===== src/source/mips_isa_pkg.sv =====
// encodings for the kept MIPS32 integer subset only
// opcodes and functs outside these enums decode as illegal no-ops
package mips_isa_pkg;

    localparam int unsigned xlen       = 32;   // data and address width
    localparam int unsigned reg_addr_w = 5;

    localparam logic [xlen-1:0]       reset_pc = 32'hbfc0_0000;  // boot vector
    localparam logic [reg_addr_w-1:0] link_reg = 5'd31;          // jal destination

    // ------------------------------------------------------------
    // instruction field positions
    localparam int unsigned op_lsb  = 26;
    localparam int unsigned rs_lsb  = 21;
    localparam int unsigned rt_lsb  = 16;
    localparam int unsigned rd_lsb  = 11;
    localparam int unsigned sa_lsb  = 6;    // shift amount
    localparam int unsigned imm_w   = 16;
    localparam int unsigned index_w = 26;   // j/jal index

    // ------------------------------------------------------------
    // primary opcodes
    typedef enum logic [5:0] {
        op_special = 6'h00,
        op_j       = 6'h02,
        op_jal     = 6'h03,
        op_beq     = 6'h04,
        op_bne     = 6'h05,
        op_addiu   = 6'h09,
        op_slti    = 6'h0a,
        op_andi    = 6'h0c,
        op_ori     = 6'h0d,
        op_xori    = 6'h0e,
        op_lui     = 6'h0f,
        op_lw      = 6'h23,
        op_sw      = 6'h2b
    } opcode_e;

    // special functs
    typedef enum logic [5:0] {
        fn_sll  = 6'h00,
        fn_srl  = 6'h02,
        fn_sra  = 6'h03,
        fn_jr   = 6'h08,
        fn_addu = 6'h21,
        fn_subu = 6'h23,
        fn_and  = 6'h24,
        fn_or   = 6'h25,
        fn_xor  = 6'h26,
        fn_nor  = 6'h27,
        fn_slt  = 6'h2a,
        fn_sltu = 6'h2b
    } funct_e;

endpackage

===== src/source/pipe_pkg.sv =====
// pipeline control word, stage payloads and port bundles
// an all-zero ctrl_t is a bubble: no write, no memory access, no branch
package pipe_pkg;

    typedef enum logic [3:0] {
        alu_add, alu_sub, alu_and, alu_or, alu_xor, alu_nor,
        alu_slt, alu_sltu, alu_sll, alu_srl, alu_sra, alu_lui
    } alu_op_e;

    typedef enum logic {a_reg, a_shamt} a_src_e;  // a_reg with reads_rs low gives 0
    typedef enum logic [1:0] {b_reg, b_simm, b_uimm, b_pc8} b_src_e;
    typedef enum logic [2:0] {br_none, br_beq, br_bne, br_j, br_jal, br_jr} br_e;

    // forward source selects, youngest producer wins
    localparam logic [1:0] fwd_rf  = 2'd0;
    localparam logic [1:0] fwd_wb  = 2'd1;
    localparam logic [1:0] fwd_mem = 2'd2;
    localparam logic [1:0] fwd_ex  = 2'd3;

    typedef struct packed {
        alu_op_e                               alu_op;
        a_src_e                                a_src;
        b_src_e                                b_src;
        logic                                  reads_rs;
        logic                                  reads_rt;
        logic                                  mem_read;   // lw
        logic                                  mem_write;  // sw
        logic                                  reg_write;
        logic [mips_isa_pkg::reg_addr_w-1:0]   dest;
        br_e                                   branch;
    } ctrl_t;

    typedef struct packed {
        logic [mips_isa_pkg::xlen-1:0] pc;
        ctrl_t                         ctrl;
        logic [mips_isa_pkg::xlen-1:0] op_a;
        logic [mips_isa_pkg::xlen-1:0] op_b;
        logic [mips_isa_pkg::xlen-1:0] store_data;  // forwarded rt
        logic [mips_isa_pkg::xlen-1:0] mem_addr;    // rs + simm, formed in decode
    } ex_stage_t;

    typedef struct packed {
        logic [mips_isa_pkg::xlen-1:0]       pc;
        logic [mips_isa_pkg::reg_addr_w-1:0] dest;
        logic                                reg_write;
        logic                                mem_read;
        logic [mips_isa_pkg::xlen-1:0]       result;
    } mem_stage_t;

    typedef mem_stage_t wb_stage_t;  // same layout, result holds loaded word

    typedef struct packed {
        logic                          en;
        logic [3:0]                    wen;
        logic [mips_isa_pkg::xlen-1:0] addr;
        logic [mips_isa_pkg::xlen-1:0] wdata;
    } sram_req_t;

    typedef struct packed {
        logic [mips_isa_pkg::xlen-1:0]       pc;
        logic [3:0]                          rf_wen;  // all ones or zero
        logic [mips_isa_pkg::reg_addr_w-1:0] rf_wnum;
        logic [mips_isa_pkg::xlen-1:0]       rf_wdata;
    } wb_trace_t;

endpackage


===== src/source/mips_core.sv =====
`timescale 1ns/1ps
// 5-stage in-order MIPS32 core, branches resolve in decode, delay slot always runs
// both SRAMs are synchronous read; no exceptions and no external back-pressure
module mips_core (
    input  logic                          clk,
    input  logic                          resetn,
    output pipe_pkg::sram_req_t           inst_req,
    input  logic [mips_isa_pkg::xlen-1:0] inst_rdata,
    output pipe_pkg::sram_req_t           data_req,
    input  logic [mips_isa_pkg::xlen-1:0] data_rdata,
    output pipe_pkg::wb_trace_t           wb_trace
);
    logic [mips_isa_pkg::xlen-1:0] pc, fetch_pc;   // pc: address whose word is on inst_rdata
    logic                          fetch_valid;
    logic                          id_valid;
    logic [mips_isa_pkg::xlen-1:0] id_pc, id_inst;
    logic [mips_isa_pkg::reg_addr_w-1:0] id_rs, id_rt;
    pipe_pkg::ctrl_t               dec_ctrl, id_ctrl;
    logic [mips_isa_pkg::xlen-1:0] rf_rdata1, rf_rdata2, rs_val, rt_val;
    logic [mips_isa_pkg::xlen-1:0] simm, uimm, op_a, op_b;
    logic [mips_isa_pkg::xlen-1:0] ds_pc, br_target, redirect_pc;
    logic                          branch_hit, taken;
    logic [1:0]                    fwd_a, fwd_b;
    logic                          stall;
    pipe_pkg::ex_stage_t           ex_stage;
    pipe_pkg::mem_stage_t          mem_stage;
    pipe_pkg::wb_stage_t           wb_stage;
    logic [mips_isa_pkg::xlen-1:0] ex_result, mem_result;
    logic                          wb_we;

    function automatic logic [mips_isa_pkg::xlen-1:0] fwd_value(
        input logic [1:0]                    sel,
        input logic [mips_isa_pkg::xlen-1:0] rf_val
    );
        case (sel)
            pipe_pkg::fwd_ex:  return ex_result;
            pipe_pkg::fwd_mem: return mem_result;
            pipe_pkg::fwd_wb:  return wb_stage.result;
            default:           return rf_val;
        endcase
    endfunction

    // ------------------------------------------------------------
    // fetch
    assign fetch_pc = taken ? redirect_pc : (stall ? pc : pc + 32'd4);
    assign inst_req = '{en: 1'b1, wen: 4'b0000, addr: fetch_pc, wdata: '0};

    always_ff @(posedge clk) begin
        if (!resetn) begin
            pc <= mips_isa_pkg::reset_pc - 32'd4;   // first fetch lands on reset_pc
            fetch_valid <= 1'b0;
            id_valid <= 1'b0;
        end else begin
            pc <= fetch_pc;
            fetch_valid <= 1'b1;
            if (!stall) begin
                id_valid <= fetch_valid;
            end
        end
    end

    always_ff @(posedge clk) begin
        if (!stall) begin      // decode register holds during a stall
            id_pc <= pc;
            id_inst <= inst_rdata;
        end
    end

    // ------------------------------------------------------------
    // decode, operand forwarding, branch resolve
    assign id_rs = id_inst[mips_isa_pkg::rs_lsb +: mips_isa_pkg::reg_addr_w];
    assign id_rt = id_inst[mips_isa_pkg::rt_lsb +: mips_isa_pkg::reg_addr_w];

    decoder u_decoder (.inst(id_inst), .ctrl(dec_ctrl), .illegal());
    assign id_ctrl = id_valid ? dec_ctrl : '0;

    reg_file u_reg_file (
        .clk(clk), .resetn(resetn),
        .raddr1(id_rs), .raddr2(id_rt), .rdata1(rf_rdata1), .rdata2(rf_rdata2),
        .wen(wb_we), .waddr(wb_stage.dest), .wdata(wb_stage.result)
    );

    hazard_unit u_hazard (
        .id_rs(id_rs), .id_rt(id_rt), .id_ctrl(id_ctrl),
        .ex_stage(ex_stage), .mem_stage(mem_stage), .wb_stage(wb_stage),
        .fwd_a(fwd_a), .fwd_b(fwd_b), .stall(stall)
    );

    // fwd_value reads the later-stage results directly
    always_comb begin
        rs_val = fwd_value(fwd_a, rf_rdata1);
        rt_val = fwd_value(fwd_b, rf_rdata2);
    end
    assign simm = {{(mips_isa_pkg::xlen - mips_isa_pkg::imm_w){id_inst[mips_isa_pkg::imm_w-1]}},
                   id_inst[mips_isa_pkg::imm_w-1:0]};
    assign uimm = {{(mips_isa_pkg::xlen - mips_isa_pkg::imm_w){1'b0}},
                   id_inst[mips_isa_pkg::imm_w-1:0]};

    always_comb begin
        if (id_ctrl.a_src == pipe_pkg::a_shamt) begin
            op_a = {{(mips_isa_pkg::xlen - 5){1'b0}}, id_inst[mips_isa_pkg::sa_lsb +: 5]};
        end else begin
            op_a = id_ctrl.reads_rs ? rs_val : '0;   // lui, jal see zero
        end
        case (id_ctrl.b_src)
            pipe_pkg::b_simm: op_b = simm;
            pipe_pkg::b_uimm: op_b = uimm;
            pipe_pkg::b_pc8:  op_b = id_pc + 32'd8;   // jal link
            default:          op_b = rt_val;
        endcase
    end

    assign ds_pc = id_pc + 32'd4;                     // delay slot
    assign br_target = ds_pc + {simm[mips_isa_pkg::xlen-3:0], 2'b00};

    always_comb begin
        branch_hit = 1'b0;
        redirect_pc = {ds_pc[31:28], id_inst[mips_isa_pkg::index_w-1:0], 2'b00};  // j, jal
        case (id_ctrl.branch)
            pipe_pkg::br_beq: begin
                branch_hit = (rs_val == rt_val);
                redirect_pc = br_target;
            end
            pipe_pkg::br_bne: begin
                branch_hit = (rs_val != rt_val);
                redirect_pc = br_target;
            end
            pipe_pkg::br_jr: begin
                branch_hit = 1'b1;
                redirect_pc = rs_val;
            end
            pipe_pkg::br_j, pipe_pkg::br_jal: branch_hit = 1'b1;
            default: branch_hit = 1'b0;
        endcase
    end
    assign taken = branch_hit && !stall;   // operands must be final

    // ------------------------------------------------------------
    // execute, memory, writeback
    always_ff @(posedge clk) begin
        if (!resetn || stall) begin
            ex_stage <= '0;                  // bubble
        end else begin
            ex_stage <= '{pc: id_pc, ctrl: id_ctrl, op_a: op_a, op_b: op_b,
                          store_data: rt_val, mem_addr: rs_val + simm};
        end
    end

    alu u_alu (.op(ex_stage.ctrl.alu_op), .a(ex_stage.op_a), .b(ex_stage.op_b),
               .result(ex_result));

    assign data_req = '{en: ex_stage.ctrl.mem_read | ex_stage.ctrl.mem_write,
                        wen: {4{ex_stage.ctrl.mem_write}},
                        addr: ex_stage.mem_addr, wdata: ex_stage.store_data};

    assign mem_result = mem_stage.mem_read ? data_rdata : mem_stage.result;
    assign wb_we = wb_stage.reg_write && wb_stage.dest != '0;  // r0 writes dropped

    always_ff @(posedge clk) begin
        if (!resetn) begin
            mem_stage <= '0;
            wb_stage <= '0;
        end else begin
            mem_stage <= '{pc: ex_stage.pc, dest: ex_stage.ctrl.dest,
                           reg_write: ex_stage.ctrl.reg_write,
                           mem_read: ex_stage.ctrl.mem_read, result: ex_result};
            wb_stage <= '{pc: mem_stage.pc, dest: mem_stage.dest,
                          reg_write: mem_stage.reg_write,
                          mem_read: mem_stage.mem_read, result: mem_result};
        end
    end

    assign wb_trace = '{pc: wb_stage.pc, rf_wen: {4{wb_we}}, rf_wnum: wb_stage.dest,
                        rf_wdata: wb_stage.result};

endmodule


===== src/source/alu.sv =====
`timescale 1ns/1ps
// integer ALU, no overflow traps; shift amount is a[4:0], value is b
module alu (
    input  pipe_pkg::alu_op_e             op,
    input  logic [mips_isa_pkg::xlen-1:0] a,
    input  logic [mips_isa_pkg::xlen-1:0] b,
    output logic [mips_isa_pkg::xlen-1:0] result
);
    always_comb begin
        case (op)
            pipe_pkg::alu_add:  result = a + b;
            pipe_pkg::alu_sub:  result = a - b;
            pipe_pkg::alu_and:  result = a & b;
            pipe_pkg::alu_or:   result = a | b;
            pipe_pkg::alu_xor:  result = a ^ b;
            pipe_pkg::alu_nor:  result = ~(a | b);
            pipe_pkg::alu_slt: begin
                result = '0;
                result[0] = $signed(a) < $signed(b);
            end
            pipe_pkg::alu_sltu: begin
                result = '0;
                result[0] = a < b;
            end
            pipe_pkg::alu_sll:  result = b << a[4:0];
            pipe_pkg::alu_srl:  result = b >> a[4:0];
            pipe_pkg::alu_sra:  result = $signed(b) >>> a[4:0];
            pipe_pkg::alu_lui:  result = {b[15:0], 16'h0000};   // a unused
            default:            result = '0;
        endcase
    end

endmodule


===== src/source/hazard_unit.sv =====
`timescale 1ns/1ps
// forward selects and decode stall; r0 never matches a producer
// a load in execute, or any execute producer feeding a branch, stalls one cycle
module hazard_unit (
    input  logic [mips_isa_pkg::reg_addr_w-1:0] id_rs,
    input  logic [mips_isa_pkg::reg_addr_w-1:0] id_rt,
    input  pipe_pkg::ctrl_t                     id_ctrl,
    input  pipe_pkg::ex_stage_t                 ex_stage,
    input  pipe_pkg::mem_stage_t                mem_stage,
    input  pipe_pkg::wb_stage_t                 wb_stage,
    output logic [1:0]                          fwd_a,
    output logic [1:0]                          fwd_b,
    output logic                                stall
);
    logic br_use;      // decode compares or jumps on register values
    logic stall_a;
    logic stall_b;

    // returns {stall, select} for one source register
    function automatic logic [2:0] pick(
        input logic [mips_isa_pkg::reg_addr_w-1:0] src,
        input logic                                used
    );
        if (!used || src == '0) begin
            return {1'b0, pipe_pkg::fwd_rf};
        end
        if (ex_stage.ctrl.reg_write && ex_stage.ctrl.dest == src) begin
            if (ex_stage.ctrl.mem_read || br_use) begin
                return {1'b1, pipe_pkg::fwd_rf};      // not ready yet
            end
            return {1'b0, pipe_pkg::fwd_ex};
        end
        if (mem_stage.reg_write && mem_stage.dest == src) begin
            return {1'b0, pipe_pkg::fwd_mem};         // loaded word if lw
        end
        if (wb_stage.reg_write && wb_stage.dest == src) begin
            return {1'b0, pipe_pkg::fwd_wb};
        end
        return {1'b0, pipe_pkg::fwd_rf};
    endfunction

    assign br_use = id_ctrl.branch inside {pipe_pkg::br_beq, pipe_pkg::br_bne,
                                           pipe_pkg::br_jr};

    // pick reads the stage payloads directly
    always_comb begin
        {stall_a, fwd_a} = pick(id_rs, id_ctrl.reads_rs);
        {stall_b, fwd_b} = pick(id_rt, id_ctrl.reads_rt);
    end
    assign stall = stall_a | stall_b;

endmodule


===== src/source/decoder.sv =====
`timescale 1ns/1ps
// decodes the kept subset into a ctrl_t; anything else becomes a no-op
module decoder (
    input  logic [mips_isa_pkg::xlen-1:0] inst,
    output pipe_pkg::ctrl_t               ctrl,
    output logic                          illegal
);
    mips_isa_pkg::opcode_e op;
    mips_isa_pkg::funct_e  fn;

    assign op = mips_isa_pkg::opcode_e'(inst[mips_isa_pkg::xlen-1:mips_isa_pkg::op_lsb]);
    assign fn = mips_isa_pkg::funct_e'(inst[5:0]);

    always_comb begin
        ctrl = '0;            // add, reg sources, no branch
        illegal = 1'b0;
        ctrl.dest = inst[mips_isa_pkg::rt_lsb +: mips_isa_pkg::reg_addr_w];  // i-type default
        ctrl.reads_rs = 1'b1;
        ctrl.reg_write = 1'b1;
        case (op)
            mips_isa_pkg::op_special: begin
                ctrl.dest = inst[mips_isa_pkg::rd_lsb +: mips_isa_pkg::reg_addr_w];
                ctrl.reads_rt = 1'b1;
                case (fn)
                    mips_isa_pkg::fn_addu: ctrl.alu_op = pipe_pkg::alu_add;
                    mips_isa_pkg::fn_subu: ctrl.alu_op = pipe_pkg::alu_sub;
                    mips_isa_pkg::fn_and:  ctrl.alu_op = pipe_pkg::alu_and;
                    mips_isa_pkg::fn_or:   ctrl.alu_op = pipe_pkg::alu_or;
                    mips_isa_pkg::fn_xor:  ctrl.alu_op = pipe_pkg::alu_xor;
                    mips_isa_pkg::fn_nor:  ctrl.alu_op = pipe_pkg::alu_nor;
                    mips_isa_pkg::fn_slt:  ctrl.alu_op = pipe_pkg::alu_slt;
                    mips_isa_pkg::fn_sltu: ctrl.alu_op = pipe_pkg::alu_sltu;
                    mips_isa_pkg::fn_sll:  ctrl.alu_op = pipe_pkg::alu_sll;
                    mips_isa_pkg::fn_srl:  ctrl.alu_op = pipe_pkg::alu_srl;
                    mips_isa_pkg::fn_sra:  ctrl.alu_op = pipe_pkg::alu_sra;
                    mips_isa_pkg::fn_jr: begin
                        ctrl.branch = pipe_pkg::br_jr;
                        ctrl.reads_rt = 1'b0;
                        ctrl.reg_write = 1'b0;
                    end
                    default: illegal = 1'b1;
                endcase
                // shifts take sa in place of rs
                if (fn inside {mips_isa_pkg::fn_sll, mips_isa_pkg::fn_srl,
                               mips_isa_pkg::fn_sra}) begin
                    ctrl.a_src = pipe_pkg::a_shamt;
                    ctrl.reads_rs = 1'b0;
                end
            end
            mips_isa_pkg::op_addiu: ctrl.b_src = pipe_pkg::b_simm;
            mips_isa_pkg::op_slti: begin
                ctrl.alu_op = pipe_pkg::alu_slt;
                ctrl.b_src = pipe_pkg::b_simm;
            end
            mips_isa_pkg::op_andi: begin
                ctrl.alu_op = pipe_pkg::alu_and;
                ctrl.b_src = pipe_pkg::b_uimm;    // logical imms zero-extend
            end
            mips_isa_pkg::op_ori: begin
                ctrl.alu_op = pipe_pkg::alu_or;
                ctrl.b_src = pipe_pkg::b_uimm;
            end
            mips_isa_pkg::op_xori: begin
                ctrl.alu_op = pipe_pkg::alu_xor;
                ctrl.b_src = pipe_pkg::b_uimm;
            end
            mips_isa_pkg::op_lui: begin
                ctrl.alu_op = pipe_pkg::alu_lui;
                ctrl.b_src = pipe_pkg::b_uimm;
                ctrl.reads_rs = 1'b0;
            end
            mips_isa_pkg::op_lw: begin
                ctrl.b_src = pipe_pkg::b_simm;
                ctrl.mem_read = 1'b1;
            end
            mips_isa_pkg::op_sw: begin
                ctrl.b_src = pipe_pkg::b_simm;
                ctrl.mem_write = 1'b1;
                ctrl.reads_rt = 1'b1;             // store data
                ctrl.reg_write = 1'b0;
            end
            mips_isa_pkg::op_beq, mips_isa_pkg::op_bne: begin
                ctrl.branch = (op == mips_isa_pkg::op_beq) ? pipe_pkg::br_beq
                                                          : pipe_pkg::br_bne;
                ctrl.reads_rt = 1'b1;
                ctrl.reg_write = 1'b0;
            end
            mips_isa_pkg::op_j: begin
                ctrl.branch = pipe_pkg::br_j;
                ctrl.reads_rs = 1'b0;
                ctrl.reg_write = 1'b0;
            end
            mips_isa_pkg::op_jal: begin
                ctrl.branch = pipe_pkg::br_jal;
                ctrl.reads_rs = 1'b0;             // a = 0, result = pc+8
                ctrl.b_src = pipe_pkg::b_pc8;
                ctrl.dest = mips_isa_pkg::link_reg;
            end
            default: illegal = 1'b1;
        endcase
        if (illegal) begin
            ctrl = '0;
        end
    end

endmodule


===== src/source/reg_file.sv =====
`timescale 1ns/1ps
// 32x32 register file, r0 hardwired to zero
// reads are combinational and see a same-cycle write
module reg_file (
    input  logic                                clk,
    input  logic                                resetn,
    input  logic [mips_isa_pkg::reg_addr_w-1:0] raddr1,
    input  logic [mips_isa_pkg::reg_addr_w-1:0] raddr2,
    output logic [mips_isa_pkg::xlen-1:0]       rdata1,
    output logic [mips_isa_pkg::xlen-1:0]       rdata2,
    input  logic                                wen,
    input  logic [mips_isa_pkg::reg_addr_w-1:0] waddr,
    input  logic [mips_isa_pkg::xlen-1:0]       wdata
);
    logic [mips_isa_pkg::xlen-1:0] regs [1:31];  // no storage for r0

    always_ff @(posedge clk) begin
        if (!resetn) begin
            for (int i = 1; i < 32; i++) begin
                regs[i] <= '0;
            end
        end else if (wen && waddr != '0) begin
            regs[waddr] <= wdata;
        end
    end

    // write-through so decode sees the writeback value this cycle
    assign rdata1 = (raddr1 == '0) ? '0 :
                    (wen && waddr == raddr1) ? wdata : regs[raddr1];
    assign rdata2 = (raddr2 == '0) ? '0 :
                    (wen && waddr == raddr2) ? wdata : regs[raddr2];

endmodule


===== config.mk =====
export PLATFORM = sky130hd
export DESIGN_NAME = mips_core
export DESIGN_NICKNAME = d
export VERILOG_FILES = /design/src/source/mips_isa_pkg.sv /design/src/source/pipe_pkg.sv /design/src/source/mips_core.sv /design/src/source/alu.sv /design/src/source/hazard_unit.sv /design/src/source/decoder.sv /design/src/source/reg_file.sv
export SDC_FILE = /design/constraint.sdc
export NUM_CORES = 2
export LEC_CHECK = 0
export BUFFER_PORTS_ARGS = -buffer_cell sky130_fd_sc_hd__buf_4
export CAP_MARGIN = 20
export CORE_MARGIN = 1.5
export CORE_UTILIZATION = 45
export CTS_CLUSTER_SIZE = 16
export DETAILED_ROUTE_END_ITERATION = 8
export SLEW_MARGIN = 20
export SYNTH_ARGS = -nofsm -noshare
export SYNTH_HDL_FRONTEND = slang
export SYNTH_HIERARCHICAL = 1
export SYNTH_SLANG_ARGS = --single-unit

===== constraint.sdc =====
create_clock -name clk -period 9.5 [get_ports clk]
set_input_delay 0.95 -clock clk [delete_from_list [all_inputs] [get_ports clk]]
set_output_delay 0.95 -clock clk [all_outputs]
set_load 0.005 [all_outputs]

==> flow_summary.ini <==
[run_status]
status = completed

[sta]
skew_ns = 0.0592
fmax_ghz = 0.108
rsz0062_at_grt = false
fin_crit_ns = 9.25
slew_viol_final = 0
finalSetupViolations = 0
setup_slack_ns = 0.255
tightestPinTransition_ns = 1.16
fin_crit_sh_pct = 97.3
hold_violations = 0
slew_headroom_pct = 22.2
finalSetupTns_ns = 0

[floorplan]
rows = 160
io_pins = 277
die_h_um = 440
core-area_um2 = 190000
start_util_pct = 45.3
die_area_um2 = 194000
dieWidth_um = 440

[worst_setup_path]
cp-end-kind = output port
critPathMostFrequentCell = buf_4
crit_chain = inv_1, ha_1, nor2_1, o311ai_2, nand3_1, a311oi_2, a221o_1, a21oi_2, a211o_1, a221o_1, a21o_1, mux4_2, xnor2_1, nand4_1, nor4_1, buf_4, a311oi_1, a2111oi_4, buf_12, inv_2, buf_4, a21oi_1, buf_4
cp.arrival_ns = 8.30
worstPathBufferInverterCount = 6
cp_top_family = compound AO/OA/AOI/OAI gates
rr_startpoint = ex_stage[66]
max_stage_delay_ns = 0.66
worstPathMaxFanout = 15
reg2regPathDepth = 23
r2r_setup_slack_ns = 1.83
worstPathRequired_ns = 8.55
worstSetupPathDepth = 23
rr_endpoint = pc[18]
start_kind = register
cpMaxStageDelayCell = a311oi_2
path_class = reg -> out

[detailed_routing]
routed_via_density = 6.62
wl_per_cell_um = 37.6
drt_iter0_drc = 8969
drcViolationCount = 0
first_pass_iters = 9
routed_wl_um = 372000
antenna_left = 0
num_vias = 65539

[layout]
nNetsFinal = 7481
register_area_um2 = 39600
final_cells = 9901
fin_util_pct = 50.1
multi_input_area_um2 = 42400
area_growth_pct = 10.7
drive_gt1_share_pct = 19.1
n_fill_cell = 16657

[power]
vdd_ir_drop_max_mv = 0.160
power.total_mw = 17.3
p_leak_nw = 35.9
cellPowerDensity_nw_per_um2 = 182

[clocking]
cts_setup_buffers = 0
root_buffer = clkbuf_16
htreeDepth = 4
cts_sinks = 1435
worstSkewPairLatency_ns = 0.86
clk_pin_slew_ns = 0.07
cts_tree = yes
numCtsBuffers = 164
cts_max_path_buffers = 3

[placement]
placedCellCount = 9591
place_ws_ns = 1.14
hpwlAfterDp_um = 255000
numPortBuffers = 239
gp_congestion = 1.00

[global_route]
antenna_found_initial = 34
grt_pass1_wl_um = 513000
grt_pass1_vias = 62427
grt_overflow_total = 0
grt_max_degree = 96
grtUsageTotal_pct = 37.9

[yosys]
netlist_area_um2 = 86000
syn_inst = 7330
ys_warn_count = 6
syn_area_per_cell_um2 = 11.7

[worst_hold_path]
min_path_cells = 1
min_path_type = in -> reg
hold_end = id_inst[6]
min_from = inst_rdata[6]

[run]
drv_cap = 0
-- worst max-delay path by stage --
stage | slack (ns) | to | from
3_5_place_dp | 1.14 | inst_req[48] | ex_stage[74]
2_1_floorplan | 2.37 | inst_req[63] | ex_stage[98]
3_3_place_gp | 1.27 | inst_req[48] | ex_stage[66]
5_1_grt | 0.08 | inst_req[48] | ex_stage[74]
4_1_cts | 0.22 | inst_req[48] | ex_stage[74]
6_report | 0.25 | inst_req[48] | ex_stage[66]
-- routing by layer --
| metal | global-route usage, % | wire length (um) | vias to the layer above |
|---|---|---|---|
| met5 | 0 | 89 | - |
| met4 | 19.4 | 22000 | 12 |
| met3 | 8.10 | 36100 | 805 |
| met2 | 59.4 | 171000 | 4113 |
| met1 | 49.5 | 143000 | 33556 |
| li1 | - | - | 27053 |
-- worst reg2reg max path: stages (launching register included) --
cell and delay [ns]:
dfxtp_1 0.54, inv_1 0.19, ha_1 0.45, nor2_1 0.13, o311ai_2 0.33, nand3_1 0.33, a311oi_2 0.66, a221o_1 0.37
a21oi_2 0.15, a211o_1 0.33, a221o_1 0.32, a21o_1 0.22, mux4_2 0.56, xnor2_1 0.66, nand4_1 0.18, nor4_1 0.41
buf_4 0.21, a311oi_1 0.14, a2111oi_4 0.44, buf_12 0.21, inv_2 0.08, buf_4 0.19, mux2i_1 0.16, or2_2 0.30
-- repair_timing --
action                     CTS  global route
hold buffers                 0             0
setup endpoints to repair    0            14
gates resized for setup      0             1
-- cells in the final DEF (no fill, tap or decap), drive strengths merged, types with 30 or more instances in the layout --
master / count
a222oi: 36
nand2b: 30
clkbuf: 232
and3: 72
nand4: 41
a31oi: 37
a21o: 61
nor3: 60
o21ai: 240
a22oi: 144
xor2: 76
a211oi: 61
nor4: 34
edfxtp: 1088
nand3: 78
o221ai: 46
dfxtp: 347
xnor2: 136
o22ai: 58
clkinv: 44
or2: 31
conb: 69
mux4: 485
and2: 1231
mux2i: 388
nor2: 335
a21oi: 294
ha: 165
a221oi: 36
a32o: 33
nand2: 270
buf: 516
inv: 139
mux2: 51
nor2b: 31
-- flip-flops by register name, indices dropped and copies added (netlist names) --
| register | count |
|---|---|
| pc | 32 |
| u_reg_file/regs | 1024 |
| data_req | 65 |
| mem_stage | 71 |
| id_inst | 32 |
| wb_stage | 1 |
| wb_trace | 69 |
| id_pc | 32 |
| id_valid | 1 |
| ex_stage | 107 |
| fetch_valid | 1 |
-- power breakdown --
part	switching, mW	leakage, nW	total, mW	internal [mW]
clock	2.76	2.56	6.42	3.66
combinational	2.20	19.3	3.52	1.32
sequential	0.315	14.0	7.39	7.07
total	5.28	35.9	17.3	12.1
-- through the flow --
stage               area (um2)  hold slack [ns]
floorplan                86200            0.409
global placement         89800            0.418
detailed placement       89900            0.419
CTS                      95200            0.242
global route             95200            0.258
finish                   95200            0.284
-- final cells by class --
cell class,instances,share of cell area (%)
Clock buffer,231,4.83
Tap cell,2511,3.30
Inverter,133,0.527
Clock inverter,64,0.760
Timing Repair Buffer,517,4.42
Antenna cell,15,0.0394
Sequential cell,1435,41.6
Multi-Input combinational cell,4995,44.5
(Power assumes the default switching activity.)
